`config.mk`:
```
export PLATFORM = sky130hd
export DESIGN_NAME = fetch_top
export DESIGN_NICKNAME = d
export VERILOG_FILES = /design/src/hw/fetch_pkg.sv /design/src/hw/rvc_pkg.sv /design/src/hw/compressed_decoder.sv /design/src/hw/fetch_top.sv /design/src/hw/if_stage.sv /design/src/hw/pc_target_mux.sv /design/src/hw/prefetch_buffer.sv
export SDC_FILE = /design/constraint.sdc
export NUM_CORES = 1
export LEC_CHECK = 0
export ABC_AREA = 1
export BUFFER_PORTS_ARGS = -buffer_cell sky130_fd_sc_hd__clkbuf_2
export CORE_MARGIN = 8
export CORE_UTILIZATION = 40
export DETAILED_ROUTE_END_ITERATION = 10
export GPL_TIMING_DRIVEN = 0
export PLACE_DENSITY = 0.75
export REMOVE_ABC_BUFFERS = 1
export SLEW_MARGIN = 20
export SYNTH_ARGS = -nofsm -noshare
export SYNTH_HDL_FRONTEND = slang
export SYNTH_SLANG_ARGS = --single-unit
```
`constraint.sdc`:
```
create_clock -name clk -period 4.85 [get_ports clk]
set_clock_uncertainty 0.05 [all_clocks]
set_input_delay 0 -clock clk [delete_from_list [all_inputs] [get_ports clk]]
set_output_delay 0 -clock clk [all_outputs]
set_load 0.005 [all_outputs]
```
`src/hw/fetch_pkg.sv`:
```
// fetch stage encodings: pc and exception selectors, trap select, redirect, bus and if/id structs
package fetch_pkg;

  // total of queued words plus outstanding bus requests
  localparam int unsigned FIFO_DEPTH = 2;

  //////////////////////////////
  // selectors
  //////////////////////////////

  typedef enum logic [2:0] {
    PC_BOOT      = 3'd0,
    PC_JUMP      = 3'd1,  // target from id
    PC_BRANCH    = 3'd2,  // target from ex
    PC_EXCEPTION = 3'd3,
    PC_MRET      = 3'd4,
    PC_URET      = 3'd5,
    PC_DRET      = 3'd6,
    PC_FENCEI    = 3'd7   // refetch after fence.i
  } pc_mux_e;

  typedef enum logic [1:0] {
    EXC_PC_EXCEPTION = 2'd0,
    EXC_PC_IRQ       = 2'd1,  // vectored
    EXC_PC_DBG       = 2'd2
  } exc_pc_e;

  typedef enum logic [1:0] {
    TRAP_MACHINE = 2'd0,
    TRAP_USER    = 2'd1
  } trap_sel_e;

  //////////////////////////////
  // bundles
  //////////////////////////////

  typedef struct packed {
    logic      pc_set;      // redirect request
    pc_mux_e   pc_mux;
    exc_pc_e   exc_pc_mux;
    trap_sel_e trap_sel;
    logic [5:0] m_vec;      // machine irq cause
    logic [5:0] u_vec;      // user irq cause
  } redirect_t;

  typedef struct packed {
    logic [31:0] jump_id;
    logic [31:0] jump_ex;
    logic [31:0] mepc;
    logic [31:0] uepc;
    logic [31:0] depc;
    logic [30:0] boot;      // halfword address
  } targets_t;

  typedef struct packed {
    logic [23:0] m_base;
    logic [23:0] u_base;
    logic [29:0] dm_halt;   // word address of debug entry
  } trap_cfg_t;

  typedef struct packed {
    logic        req;
    logic [31:0] addr;
  } ibus_req_t;

  typedef struct packed {
    logic        gnt;
    logic        rvalid;
    logic [31:0] rdata;
  } ibus_rsp_t;

  typedef struct packed {
    logic [31:0] instr;          // expanded instruction
    logic [31:0] pc;
    logic        is_compressed;
    logic        illegal_c;
  } id_instr_t;

endpackage

```
`src/hw/rvc_pkg.sv`:
```
// rv32 opcode and funct3 constants, compressed subset encodings and the fetched word union
package rvc_pkg;

  //////////////////////////////
  // 32-bit encodings
  //////////////////////////////

  localparam logic [6:0] OPC_OP_IMM = 7'h13;
  localparam logic [6:0] OPC_LOAD   = 7'h03;
  localparam logic [6:0] OPC_STORE  = 7'h23;
  localparam logic [6:0] OPC_JAL    = 7'h6f;
  localparam logic [6:0] OPC_OP     = 7'h33;

  localparam logic [2:0] F3_ADD  = 3'b000;  // add and addi
  localparam logic [2:0] F3_WORD = 3'b010;  // lw and sw

  //////////////////////////////
  // compressed encodings
  //////////////////////////////

  localparam logic [1:0] Q0 = 2'b00;
  localparam logic [1:0] Q1 = 2'b01;
  localparam logic [1:0] Q2 = 2'b10;
  localparam logic [1:0] Q3 = 2'b11;        // not compressed

  localparam logic [2:0] C_F3_LW     = 3'b010;  // q0
  localparam logic [2:0] C_F3_SW     = 3'b110;  // q0
  localparam logic [2:0] C_F3_ADDI   = 3'b000;  // q1
  localparam logic [2:0] C_F3_LI     = 3'b010;  // q1
  localparam logic [2:0] C_F3_J      = 3'b101;  // q1
  localparam logic [2:0] C_F3_MV_ADD = 3'b100;  // q2, bit 12 picks add

  typedef struct packed {
    logic [6:0] funct7;
    logic [4:0] rs2;
    logic [4:0] rs1;
    logic [2:0] funct3;
    logic [4:0] rd;
    logic [6:0] opcode;
  } full_instr_t;

  typedef struct packed {
    logic [15:0] upper;     // second halfword, not fetched from
    logic [2:0]  funct3;
    logic        b12;
    logic [4:0]  rd_rs1;
    logic [4:0]  rs2;
    logic [1:0]  quadrant;
  } comp_pair_t;

  // low two bits tell which view is live
  typedef union packed {
    full_instr_t full;
    comp_pair_t  comp;
  } fetch_word_u;

endpackage

```
`src/hw/compressed_decoder.sv`:
```
// expander for the supported rvc subset, with illegal flag for all other compressed words
`timescale 1ns/1ps

module compressed_decoder (
  input  rvc_pkg::fetch_word_u instr_i,
  output logic [31:0]          instr_o,
  output logic                 is_compressed_o,
  output logic                 illegal_o
);

  logic [15:0] c;   // compressed halfword, raw bits for immediates

  assign c = instr_i.comp[15:0];

  assign is_compressed_o = (instr_i.full.opcode[1:0] != rvc_pkg::Q3);

  always_comb begin
    instr_o   = instr_i;  // full size passes through
    illegal_o = 1'b0;

    unique case (instr_i.comp.quadrant)
      //////////////////////////////
      rvc_pkg::Q0: begin
        case (instr_i.comp.funct3)
          rvc_pkg::C_F3_LW: begin
            // lw rd', uimm(rs1')
            instr_o = {5'b0, c[5], c[12:10], c[6], 2'b00, 2'b01, c[9:7],
                       rvc_pkg::F3_WORD, 2'b01, c[4:2], rvc_pkg::OPC_LOAD};
          end
          rvc_pkg::C_F3_SW: begin
            // sw rs2', uimm(rs1')
            instr_o = {5'b0, c[5], c[12], 2'b01, c[4:2], 2'b01, c[9:7],
                       rvc_pkg::F3_WORD, c[11:10], c[6], 2'b00, rvc_pkg::OPC_STORE};
          end
          default: illegal_o = 1'b1;
        endcase
      end

      //////////////////////////////
      rvc_pkg::Q1: begin
        case (instr_i.comp.funct3)
          rvc_pkg::C_F3_ADDI: begin
            // addi rd, rd, simm6
            instr_o = {{6{c[12]}}, c[12], c[6:2], instr_i.comp.rd_rs1, rvc_pkg::F3_ADD,
                       instr_i.comp.rd_rs1, rvc_pkg::OPC_OP_IMM};
          end
          rvc_pkg::C_F3_LI: begin
            // addi rd, x0, simm6
            instr_o = {{6{c[12]}}, c[12], c[6:2], 5'd0, rvc_pkg::F3_ADD,
                       instr_i.comp.rd_rs1, rvc_pkg::OPC_OP_IMM};
          end
          rvc_pkg::C_F3_J: begin
            // jal x0, offset, bits land in jal immediate order
            instr_o = {c[12], c[8], c[10:9], c[6], c[7], c[2], c[11], c[5:3],
                       {9{c[12]}}, 5'd0, rvc_pkg::OPC_JAL};
          end
          default: illegal_o = 1'b1;
        endcase
      end

      //////////////////////////////
      rvc_pkg::Q2: begin
        if (instr_i.comp.funct3 == rvc_pkg::C_F3_MV_ADD && instr_i.comp.rs2 != 5'd0) begin
          if (instr_i.comp.b12) begin
            // add rd, rd, rs2
            instr_o = {7'b0, instr_i.comp.rs2, instr_i.comp.rd_rs1, rvc_pkg::F3_ADD,
                       instr_i.comp.rd_rs1, rvc_pkg::OPC_OP};
          end else begin
            // mv is add rd, x0, rs2
            instr_o = {7'b0, instr_i.comp.rs2, 5'd0, rvc_pkg::F3_ADD,
                       instr_i.comp.rd_rs1, rvc_pkg::OPC_OP};
          end
        end else begin
          illegal_o = 1'b1;  // jr, jalr, ebreak and the rest of q2
        end
      end

      default: ;  // q3, nothing to expand
    endcase
  end

endmodule

```
`src/hw/fetch_top.sv`:
```
// fetch unit top with redirect target mux and fetch stage
`timescale 1ns/1ps

module fetch_top (
  input  logic                 clk,
  input  logic                 rst_n,
  input  fetch_pkg::redirect_t redirect_i,
  input  fetch_pkg::targets_t  targets_i,
  input  fetch_pkg::trap_cfg_t trap_cfg_i,
  input  logic                 req_i,
  input  logic                 halt_i,
  input  logic                 id_ready_i,
  input  logic                 clear_valid_i,
  output fetch_pkg::ibus_req_t ibus_req_o,
  input  fetch_pkg::ibus_rsp_t ibus_rsp_i,
  output fetch_pkg::id_instr_t id_instr_o,
  output logic                 instr_valid_id_o,
  output logic [31:0]          pc_if_o
);

  logic [31:0] fetch_addr_n;  // redirect target, same cycle

  pc_target_mux i_pc_mux (
    .redirect_i     (redirect_i),
    .targets_i      (targets_i),
    .trap_cfg_i     (trap_cfg_i),
    .pc_id_i        (id_instr_o.pc),  // fence.i restarts after the id instruction
    .fetch_addr_n_o (fetch_addr_n)
  );

  if_stage i_if_stage (
    .clk              (clk),
    .rst_n            (rst_n),
    .req_i            (req_i),
    .pc_set_i         (redirect_i.pc_set),
    .fetch_addr_n_i   (fetch_addr_n),
    .halt_i           (halt_i),
    .id_ready_i       (id_ready_i),
    .clear_valid_i    (clear_valid_i),
    .ibus_req_o       (ibus_req_o),
    .ibus_rsp_i       (ibus_rsp_i),
    .id_instr_o       (id_instr_o),
    .instr_valid_id_o (instr_valid_id_o),
    .pc_if_o          (pc_if_o)
  );

endmodule

```
`src/hw/if_stage.sv`:
```
// fetch stage with redirect fsm, prefetch queue, rvc expander and if/id register
`timescale 1ns/1ps

module if_stage (
  input  logic                 clk,
  input  logic                 rst_n,
  input  logic                 req_i,
  input  logic                 pc_set_i,
  input  logic [31:0]          fetch_addr_n_i,    // redirect target
  input  logic                 halt_i,
  input  logic                 id_ready_i,
  input  logic                 clear_valid_i,
  output fetch_pkg::ibus_req_t ibus_req_o,
  input  fetch_pkg::ibus_rsp_t ibus_rsp_i,
  output fetch_pkg::id_instr_t id_instr_o,
  output logic                 instr_valid_id_o,
  output logic [31:0]          pc_if_o
);

  typedef enum logic [0:0] {IDLE, WAIT} state_e;

  state_e      state_q, state_n;
  logic        branch_req;    // restart prefetch
  logic        fetch_valid, fetch_ready;
  logic [31:0] fetch_rdata, fetch_addr;
  logic        valid;         // instruction on offer to id
  logic        if_valid;      // instruction moves into if/id
  logic [31:0] instr_exp;
  logic        is_comp, illegal_c;

  prefetch_buffer i_prefetch (
    .clk           (clk),
    .rst_n         (rst_n),
    .req_i         (req_i),
    .branch_i      (branch_req),
    .branch_addr_i ({fetch_addr_n_i[31:1], 1'b0}),  // halfword aligned
    .fetch_ready_i (fetch_ready),
    .fetch_valid_o (fetch_valid),
    .fetch_rdata_o (fetch_rdata),
    .fetch_addr_o  (fetch_addr),
    .ibus_req_o    (ibus_req_o),
    .ibus_rsp_i    (ibus_rsp_i)
  );

  compressed_decoder i_decoder (
    .instr_i         (rvc_pkg::fetch_word_u'(fetch_rdata)),
    .instr_o         (instr_exp),
    .is_compressed_o (is_comp),
    .illegal_o       (illegal_c)
  );

  //////////////////////////////
  // redirect fsm
  //////////////////////////////

  always_ff @(posedge clk or negedge rst_n) begin
    if (!rst_n) state_q <= IDLE;
    else        state_q <= state_n;
  end

  always_comb begin
    state_n    = state_q;
    branch_req = 1'b0;
    valid      = 1'b0;

    unique case (state_q)
      IDLE: begin
        if (req_i) begin
          branch_req = 1'b1;  // first fetch goes to the selected target
          state_n    = WAIT;
        end
      end
      WAIT: valid = fetch_valid;
      default: state_n = IDLE;
    endcase

    // redirect overrides whatever is on offer
    if (pc_set_i) begin
      valid      = 1'b0;
      branch_req = 1'b1;
      state_n    = WAIT;
    end

    if_valid    = valid & id_ready_i & ~halt_i;
    fetch_ready = if_valid;  // pop exactly what moves in
  end

  assign pc_if_o = fetch_addr;

  //////////////////////////////
  // if/id register
  //////////////////////////////

  always_ff @(posedge clk or negedge rst_n) begin
    if (!rst_n) begin
      instr_valid_id_o <= 1'b0;
    end else if (if_valid) begin
      instr_valid_id_o <= 1'b1;
    end else if (clear_valid_i) begin
      instr_valid_id_o <= 1'b0;  // id consumed it, nothing new behind
    end
  end

  // frozen while id stalls
  always_ff @(posedge clk) begin
    if (if_valid) begin
      id_instr_o.instr         <= instr_exp;
      id_instr_o.pc            <= fetch_addr;
      id_instr_o.is_compressed <= is_comp;
      id_instr_o.illegal_c     <= illegal_c;
    end
  end

endmodule

```
`src/hw/pc_target_mux.sv`:
```
// redirect target selection with exception, vectored interrupt and debug entry addresses
`timescale 1ns/1ps

module pc_target_mux (
  input  fetch_pkg::redirect_t redirect_i,
  input  fetch_pkg::targets_t  targets_i,
  input  fetch_pkg::trap_cfg_t trap_cfg_i,
  input  logic [31:0]          pc_id_i,        // pc of instruction in id
  output logic [31:0]          fetch_addr_n_o
);

  logic [23:0] trap_base;   // mtvec or utvec base
  logic [5:0]  exc_vec;     // irq cause of the selected mode
  logic [31:0] exc_pc;

  //////////////////////////////
  // trap entry
  //////////////////////////////

  always_comb begin
    if (redirect_i.trap_sel == fetch_pkg::TRAP_USER) begin
      trap_base = trap_cfg_i.u_base;
      exc_vec   = redirect_i.u_vec;
    end else begin
      trap_base = trap_cfg_i.m_base;  // machine for anything else
      exc_vec   = redirect_i.m_vec;
    end

    case (redirect_i.exc_pc_mux)
      fetch_pkg::EXC_PC_EXCEPTION: exc_pc = {trap_base, 8'h00};  // all exceptions at base
      // base msb falls off the 32-bit address here
      fetch_pkg::EXC_PC_IRQ:       exc_pc = {trap_base[22:0], 1'b0, exc_vec, 2'b00};
      fetch_pkg::EXC_PC_DBG:       exc_pc = {trap_cfg_i.dm_halt, 2'b00};
      default:                     exc_pc = {trap_base, 8'h00};
    endcase
  end

  //////////////////////////////
  // next fetch address
  //////////////////////////////

  always_comb begin
    unique case (redirect_i.pc_mux)
      fetch_pkg::PC_BOOT:      fetch_addr_n_o = {targets_i.boot, 1'b0};
      fetch_pkg::PC_JUMP:      fetch_addr_n_o = targets_i.jump_id;
      fetch_pkg::PC_BRANCH:    fetch_addr_n_o = targets_i.jump_ex;
      fetch_pkg::PC_EXCEPTION: fetch_addr_n_o = exc_pc;
      fetch_pkg::PC_MRET:      fetch_addr_n_o = targets_i.mepc;   // back from m trap
      fetch_pkg::PC_URET:      fetch_addr_n_o = targets_i.uepc;
      fetch_pkg::PC_DRET:      fetch_addr_n_o = targets_i.depc;   // leave debug mode
      fetch_pkg::PC_FENCEI:    fetch_addr_n_o = pc_id_i + 32'd4;  // reload after fence.i
      default:                 fetch_addr_n_o = {targets_i.boot, 1'b0};
    endcase
  end

endmodule

```
`src/hw/prefetch_buffer.sv`:
```
// word prefetch queue with request issue, in-order response tracking and flush on branch
`timescale 1ns/1ps

module prefetch_buffer (
  input  logic                 clk,
  input  logic                 rst_n,
  input  logic                 req_i,          // fetch enable
  input  logic                 branch_i,       // flush and restart
  input  logic [31:0]          branch_addr_i,
  input  logic                 fetch_ready_i,
  output logic                 fetch_valid_o,
  output logic [31:0]          fetch_rdata_o,
  output logic [31:0]          fetch_addr_o,
  output fetch_pkg::ibus_req_t ibus_req_o,
  input  fetch_pkg::ibus_rsp_t ibus_rsp_i
);

  logic [1:0]  cnt_q, cnt_n;          // words in queue
  logic [1:0]  out_q, out_n;          // live requests still waiting for rvalid
  logic [1:0]  disc_q, disc_n;        // responses of a flushed stream
  logic [31:0] fetch_addr_q, fetch_addr_n;  // next address to request
  logic [31:0] rsp_addr_q, rsp_addr_n;      // address of next live response
  logic [31:0] q_data [2];            // entry 0 is the head
  logic [31:0] q_addr [2];
  logic [1:0]  pending;
  logic        grant, pop;
  logic        rsp_live, rsp_drop;
  logic        wr_idx;

  //////////////////////////////
  // bus side
  //////////////////////////////

  // a branch empties the queue in the same cycle
  assign pending = (branch_i ? 2'd0 : cnt_q) + out_q + disc_q;

  assign ibus_req_o.req  = req_i & (pending < 2'(fetch_pkg::FIFO_DEPTH));
  assign ibus_req_o.addr = branch_i ? branch_addr_i : fetch_addr_q;  // new stream at once

  assign grant    = ibus_req_o.req & ibus_rsp_i.gnt;
  assign rsp_drop = ibus_rsp_i.rvalid & (branch_i | (disc_q != 2'd0));  // old stream
  assign rsp_live = ibus_rsp_i.rvalid & ~rsp_drop;

  // queue side
  assign pop    = fetch_ready_i & (cnt_q != 2'd0) & ~branch_i;
  assign wr_idx = cnt_q[1] | (cnt_q[0] & ~pop);  // slot after this cycle's pop

  always_comb begin
    if (branch_i) begin
      cnt_n        = 2'd0;
      out_n        = {1'b0, grant};                     // only the new request is live
      disc_n       = disc_q + out_q - {1'b0, rsp_drop}; // everything older gets dropped
      fetch_addr_n = grant ? branch_addr_i + 32'd4 : branch_addr_i;
      rsp_addr_n   = branch_addr_i;
    end else begin
      cnt_n        = cnt_q - {1'b0, pop} + {1'b0, rsp_live};
      out_n        = out_q + {1'b0, grant} - {1'b0, rsp_live};
      disc_n       = disc_q - {1'b0, rsp_drop};
      fetch_addr_n = grant ? fetch_addr_q + 32'd4 : fetch_addr_q;  // word step per grant
      rsp_addr_n   = rsp_live ? rsp_addr_q + 32'd4 : rsp_addr_q;
    end
  end

  //////////////////////////////
  // state
  //////////////////////////////

  always_ff @(posedge clk or negedge rst_n) begin
    if (!rst_n) begin
      cnt_q        <= 2'd0;
      out_q        <= 2'd0;
      disc_q       <= 2'd0;
      fetch_addr_q <= '0;
      rsp_addr_q   <= '0;
    end else begin
      cnt_q        <= cnt_n;
      out_q        <= out_n;
      disc_q       <= disc_n;
      fetch_addr_q <= fetch_addr_n;
      rsp_addr_q   <= rsp_addr_n;
    end
  end

  // shift on pop, later write wins on the same slot
  always_ff @(posedge clk) begin
    if (pop) begin
      q_data[0] <= q_data[1];
      q_addr[0] <= q_addr[1];
    end
    if (rsp_live) begin
      q_data[wr_idx] <= ibus_rsp_i.rdata;
      q_addr[wr_idx] <= rsp_addr_q;
    end
  end

  assign fetch_valid_o = (cnt_q != 2'd0);
  assign fetch_rdata_o = q_data[0];
  assign fetch_addr_o  = q_addr[0];

endmodule

```
==> key figures, run 1 <==
Floorplan
  • Chip width: around 230 microns
  • Die Height: roughly 230 microns
  • Initial core utilization: 0.403
  • Total core area: ~44000 sq um
  • IO Count: 461
  • Die Area: between 50000 and 60000 sq um
  • # rows: 77

Timing
  • Final Hold Fails: 0
  • Fmax: roughly 240 MHz
  • Worst Tran Pin Value: 1.14 ns
  • RSZ-0062 raised after global routing: false
  • Min Tclk post-route: roughly 4.2 ns
  • Crit share post-route: 0.858
  • Slew Limit Fails: 0
  • Count of final setup violators: 0
  • Post-route worst setup slack: around 0.69 ns
  • Slew headroom: 0.239
  • Setup_tns: 0 ns

Logic synthesis
  • Async SR Flop Fraction: 0.265
  • Cell area after synthesis: approximately 18000 sq um
  • Seq/Total Area, Yosys: 0.421
  • Top FF cell, synth: edfxtp_1
  • Yosys warns: 0
  • Flops & latches, synth: 260
  • Post-synthesis cell type count: between 50 and 60
  • Mapped Cells: about 2400
  • EDFF count, synth: roughly 190
  • Syn avg cell area: approximately 7.4 sq um

Place
  • HPWL after detailed placement: between 50000 and 60000 microns
  • Cells after DPL: 3352
  • GP Congestion: 1.01
  • Number of I/O port buffers: roughly 450
  • Pre-CTS setup slack: 0.0485 ns
  • Cell Area, Placed: just over 20000 sq um

Clock network
  • Clk Latency, worst-skew pair: ~0.56 ns
  • Clock Sinks: 260
  • CTS tree: yes
  • Clock slew seen by the registers of the worst setup and hold paths: 0.06 ns
  • TritonCTS buffer count: 26
  • Root Buffer: clkbuf_16
  • H-Tree Depth: 1
  • CTS Buffer Depth: 3

GRT
  • Global-route wire length before repair: between 100000 and 150000 microns
  • Vias in the first global route: between 15000 and 20000
  • GRT Total Usage: 0.272
  • Gr ovfl total: 0
  • Largest net degree at the start of global routing: between 70 and 80
  • Initial antenna violation count: 5

Detailed routing
  • # DRC: 0
  • Vias/cell: 5.35
  • DR vias: 18500
  • Routed wire length: between 70000 and 80000 microns
  • DRT Pass-1 Iters: 6
  • Avg WL per Cell: 21.1 microns
  • Final ANT Viol Nets: 0
  • Iter 0 DRT Violations: ~2000

Worst setup path
  • WP data arrival: 4.56 ns
  • Crit path kind: flop to flop
  • Critical Path RT: approximately 5.3 ns
  • Critical Path Sink Type: flop
  • Startpoint type of the worst setup path: flop
  • Critical path peak fanout: 31

Finish
  • Fraction of layout cells with a size suffix above 1: 0.226
  • Layout area overhead: 24.0%
  • Most common cell after layout, fill and taps aside: nand2_1
  • Most frequent cells in the layout: nand2_1 (634), clkbuf_2 (450), inv_1 (305), nor2_1 (254), edfxtp_1 (191)
  • Non-Filler Instances: roughly 3500
  • Final core utilization: 0.500
  • Fin area: between 20000 and 25000 sq um
  • Final #Nets: between 3000 and 4000

Power
  • LEAKAGE: between 10 and 15 nW
  • Pwr dens: approximately 320 nW/um^2
  • Worst vdd ir: around 0.25 mV

Status
  • Run status: complete, no violations

Run
  • Max_cap viols: 0

Min path
  • Class of the worst hold path: input pin to flop
logic make-up (layout without fill, tap and decap cells):
| logic type | Yosys count | count (layout) | synth area share |
|---|---|---|---|
| xor gates and xnor gates | 43 | 43 | 0.0213 |
| other | 1 | 9 | 0.000212 |
| muxes | 37 | 37 | 0.0235 |
| and+or+nand+nor | 1306 | 1306 | 0.326 |
| DFF | 260 | 260 | 0.421 |
| adders and majority gates | 13 | 13 | 0.00918 |
| buffers and inverters | 421 | 892 | 0.0971 |
| AOI/OAI and AO/OA | 312 | 312 | 0.101 |
routing by layer:
metal  wire length (microns)  global-route usage  up-vias
met5                      13                   0        -
met4                    3450               0.126        2
met3                    7710              0.0630      164
met2                   33700               0.445     1047
met1                   28200               0.337     8471
li1                        -                   -     8843
path summary, 6_finish.rpt:
kind,slack (ns),cells after the start,end,start
max,0.69,11,i_if_stage.i_prefetch.fetch_addr_q[25]$_DFFE_PN0P_,i_if_stage.state_q$_DFF_PN0_
min,0.02,7,i_if_stage.i_prefetch.rsp_addr_q[19]$_DFFE_PN0P_,targets_i[18]
max reg2reg,0.69,11,i_if_stage.i_prefetch.fetch_addr_q[25]$_DFFE_PN0P_,i_if_stage.state_q$_DFF_PN0_
min reg2reg,0.40,0,i_if_stage.id_instr_o[25]$_DFFE_PP_,i_if_stage.i_prefetch.q_addr[0][23]$_DFFE_PP_
max in group asynchronous,4.04,4,i_if_stage.i_prefetch.rsp_addr_q[21]$_DFFE_PN0P_,rst_n
min in group asynchronous,0.49,4,i_if_stage.i_prefetch.fetch_addr_q[29]$_DFFE_PN0P_,rst_n
report_power, final:
| part | internal, W | switching [W] | leakage [nW] |
|---|---|---|---|
| Clock | 0.00115 | 0.000878 | 0.411 |
| Sequential | 0.00270 | 0.000250 | 2.57 |
| Combinational | 0.000682 | 0.00127 | 7.37 |
worst max-delay path: stages (launching register included):
cell and delay (ns):
dfrtp_1 0.34, inv_2 0.06, a21oi_4 0.65, nand3_1 0.20, nand3_1 0.15, nand4_1 0.54, inv_1 0.55, nor2_4 0.20
inv_1 0.79, nand3_1 0.27, nor2_1 0.16, nor2_1 0.06
synth_stat cells (37+ instances only):
library cell / count / area (sq um)
inv_1: 307 / 1150
nor2_1: 256 / 961
nand4_1: 93 / 582
a21oi_1: 55 / 275
edfxtp_1: 191 / 5740
nand3_1: 187 / 936
clkbuf_1: 45 / 169
xor2_1: 38 / 333
o21ai_0: 157 / 786
dfrtp_1: 69 / 1730
mux2_2: 37 / 417
nand2_1: 639 / 2400
area by class of cell:
class	instances	area [sq um]
antenna	6	15.0
clock buffer	30	666
clock inverter	18	181
fill	4341	22000
inverter	325	1220
multi-input combinational	1714	8590
sequential	260	7460
tap	592	741
timing repair buffer	519	3070
sequential cells by signal (all words and copies together), names as in the netlist:
name,count
i_if_stage.i_prefetch.cnt_q,2
i_if_stage.i_prefetch.disc_q,2
i_if_stage.i_prefetch.fetch_addr_q,31
i_if_stage.i_prefetch.out_q,2
i_if_stage.i_prefetch.q_addr,62
i_if_stage.i_prefetch.q_data,64
i_if_stage.i_prefetch.rsp_addr_q,30
i_if_stage.id_instr_o,65
i_if_stage.instr_valid_id_o,1
i_if_stage.state_q,1
per-stage QoR:
| step | total power [W] | hold WS, ns |
|---|---|---|
| after CTS | 0.00692 | 0.00364 |
| after global routing | 0.00728 | 0.0456 |
| after detailed placement | 0.00486 | -0.0131 |
| final | 0.00693 | 0.0228 |
| after floorplan | 0.00405 | -0.346 |
| after global placement | 0.00482 | 0.141 |
what timing repair did:
action	CTS	global route
pin swaps	0	1
hold buffers	56	0
setup buffers	0	2
endpoints found under the setup margin	22	35
endpoints found under the hold margin	169	0
resized for setup	1	1
Power figures use the tool's default switching activity.
==> inputs of run 2 (changes only) <==
CTS_BUF_LIST = sky130_fd_sc_hd__clkbuf_8   (was unset)
CTS_CLUSTER_SIZE = 40   (was unset)
==> run 2 against run 1 <==
Combinational power hardly changed. Via count is 0.77% higher. Non-clock buffer count is 2 higher. Critical path depth is 3 lower. Critical path type unchanged. First-iteration DRC count is 5.5% lower. Utilization is 0.054 points lower.
==> key figures, run 2 (synthesis results as in run 1) <==
Detailed routing
  • Metal2 WL: 33300 microns
  • Final ANT Viol Nets: 0
  • Iter 0 DRT Violations: a little under 2000
  • Vias/cell: around 5.3
  • Routed met3 length: about 8000 microns
  • Avg WL per Cell: about 21 microns
  • DRT Pass-1 Iters: 6
  • # DRC: 0
  • DR vias: 18700
  • Top Metal Used: met5
  • Routed wire length: between 70000 and 80000 microns
  • M1 wire length: 28200 microns

Finish
  • Final core utilization: 0.499
  • Number of flip-flops in the largest register: between 60 and 70
  • Top Registers: i_if_stage.id_instr_o (65), i_if_stage.i_prefetch.q_data (64), i_if_stage.i_prefetch.q_addr (62)
  • Most common cell after layout, fill and taps aside: nand2_1
  • Fraction of layout cells with a size suffix above 1: 0.227
  • Largest Register: i_if_stage.id_instr_o
  • Layout area overhead: 23.8%
  • Non-Filler Instances: about 3500
  • Final #Nets: about 3200
  • Most frequent cells in the layout: nand2_1 (634), clkbuf_2 (450), inv_1 (320), nor2_1 (254), edfxtp_1 (191)

Power
  • LEAKAGE: between 10 and 15 nW
  • Sw frac: 0.352
  • Worst vdd ir: between 0.15 and 0.2 mV
  • Pwr dens: roughly 300 nW/um^2
  • Comb pwr share: 0.288
  • Net Sw Power: 0.00238 W
  • Int Power: between 0.004 and 0.005 W
  • Clk pwr share: 0.277
  • Pwr Total: between 0.006 and 0.007 W
  • Sequential power share: 0.436

Worst setup path
  • Critical Path Sink Type: flop
  • Crit path kind: flop to flop
  • Critical path peak fanout: between 60 and 70
  • Worst setup path start: i_if_stage.state_q$_DFF_PN0_
  • Startpoint type of the worst setup path: flop
  • Crit Reg-Reg Startpoint: i_if_stage.state_q$_DFF_PN0_
  • RR Endpoint: i_if_stage.i_prefetch.q_addr[0][1]$_DFFE_PP_
  • Setup slack, reg-to-reg: ~0.24 ns
  • CP endpoint: i_if_stage.i_prefetch.q_addr[0][1]$_DFFE_PP_
  • WP data arrival: around 4.8 ns
  • Reg2reg path depth: 8
  • Critical Path RT: a little over 5 ns

Clock network
  • CTS Buffer Depth: 3
  • Clk Latency, worst-skew pair: between 0.5 and 0.6 ns
  • Root Buffer: clkbuf_8
  • TritonCTS buffer count: 40
  • H-Tree Depth: 2
  • Clock Sinks: between 200 and 300
  • Clock slew seen by the registers of the worst setup and hold paths: approximately 0.070 ns
  • CTS tree: yes

GRT
  • Vias in the first global route: roughly 18000
  • Global-route wire length before repair: 106000 microns
  • Initial antenna violation count: 8
  • GRT Total Usage: 0.273
  • Largest net degree at the start of global routing: 75
  • Gr ovfl total: 0

Timing
  • Slew headroom: 0.230
  • Fmax: approximately 220 MHz
  • Worst Tran Pin Value: 1.15 ns
  • Count of final setup violators: 0
  • Final hold slack: about 0.058 ns
  • Min Tclk post-route: between 4 and 5 ns
  • Slew Limit Fails: 0
  • Crit share post-route: 0.950
  • Final Hold Fails: 0
  • Post-route worst setup slack: around 0.24 ns

Floorplan
  • Initial core utilization: 0.403
  • Total core area: 43900 sq um
  • # rows: just under 80
  • Chip width: around 230 microns
  • IO Count: 461
  • Die Area: 51300 sq um
  • Die Height: 226 microns

Place
  • Cells after DPL: about 3400
  • Pre-CTS setup slack: 0.0485 ns
  • HPWL after detailed placement: between 50000 and 60000 microns
  • GP Congestion: 1.01
  • Number of I/O port buffers: ~450

Run
  • Max_cap viols: 0

Status
  • Run status: complete, no violations

Min path
  • Class of the worst hold path: input pin to flop
==> run 2: power groups by stage <==
stage	Combinational, W	Sequential, W	Clock, W
2_1_floorplan	0.00113	0.00292	0
3_3_place_gp	0.00183	0.00299	0
3_5_place_dp	0.00187	0.00299	0
4_1_cts	0.00192	0.00294	0.00191
5_1_grt	0.00216	0.00299	0.00200
6_report	0.00195	0.00295	0.00187
==> run 2: repair_timing <==
action | CTS | global route
resized for setup | 0 | 1
buffers inserted | 0 | 0
hold buffers | 60 | 0
endpoints found under the hold margin | 175 | 0
setup endpoints to repair | 0 | 34
==> run 2: layout make-up <==
cell class / instances / area (sq um)
sequential: 260 / 7460
tap: 592 / 741
antenna: 6 / 15.0
multi-input combinational: 1714 / 8590
timing repair buffer: 521 / 3100
inverter: 325 / 1220
clock buffer: 41 / 564
clock inverter: 32 / 239
fill: 4331 / 22000
==> run 2: metal layers <==
layer,vias to the layer above,GRT usage
met1,8546,0.335
met4,6,0.137
met3,199,0.0692
li1,8881,-
met5,-,0
met2,1038,0.441
==> run 2: how the worst min path moves through the flow <==
stage | to | cells after the start | startpoint
floorplan | i_if_stage.i_prefetch.cnt_q[0]$_DFF_PN0_ | 0 | rst_n
global placement | i_if_stage.i_prefetch.q_data[1][11]$_DFFE_PP_ | 1 | ibus_rsp_i[11]
detailed placement | i_if_stage.i_prefetch.fetch_addr_q[6]$_DFFE_PN0P_ | 1 | rst_n
CTS | i_if_stage.i_prefetch.rsp_addr_q[10]$_DFFE_PN0P_ | 7 | targets_i[137]
global route | i_if_stage.i_prefetch.rsp_addr_q[21]$_DFFE_PN0P_ | 6 | targets_i[20]
finish | i_if_stage.i_prefetch.rsp_addr_q[10]$_DFFE_PN0P_ | 7 | targets_i[137]
==> run 2: worst max-delay path, cell delays in order (launching register included) <==
cell        delay [ns]
dfrtp_1           0.34
inv_2             0.06
a21oi_4           0.65
nand4_1           1.00
clkinvlp_4        0.78
nand2_4           0.36
buf_12            0.31
nand2_4           0.37
buf_12            0.27
==> run 2: stage by stage <==
step | TNS, ns | cell area [sq um]
floorplan | -161.27 | 17200
global placement | -834.30 | 20200
detailed placement | 0 | 20500
CTS | 0 | 21900
global route | -0.000421 | 21900
finish | 0 | 21900
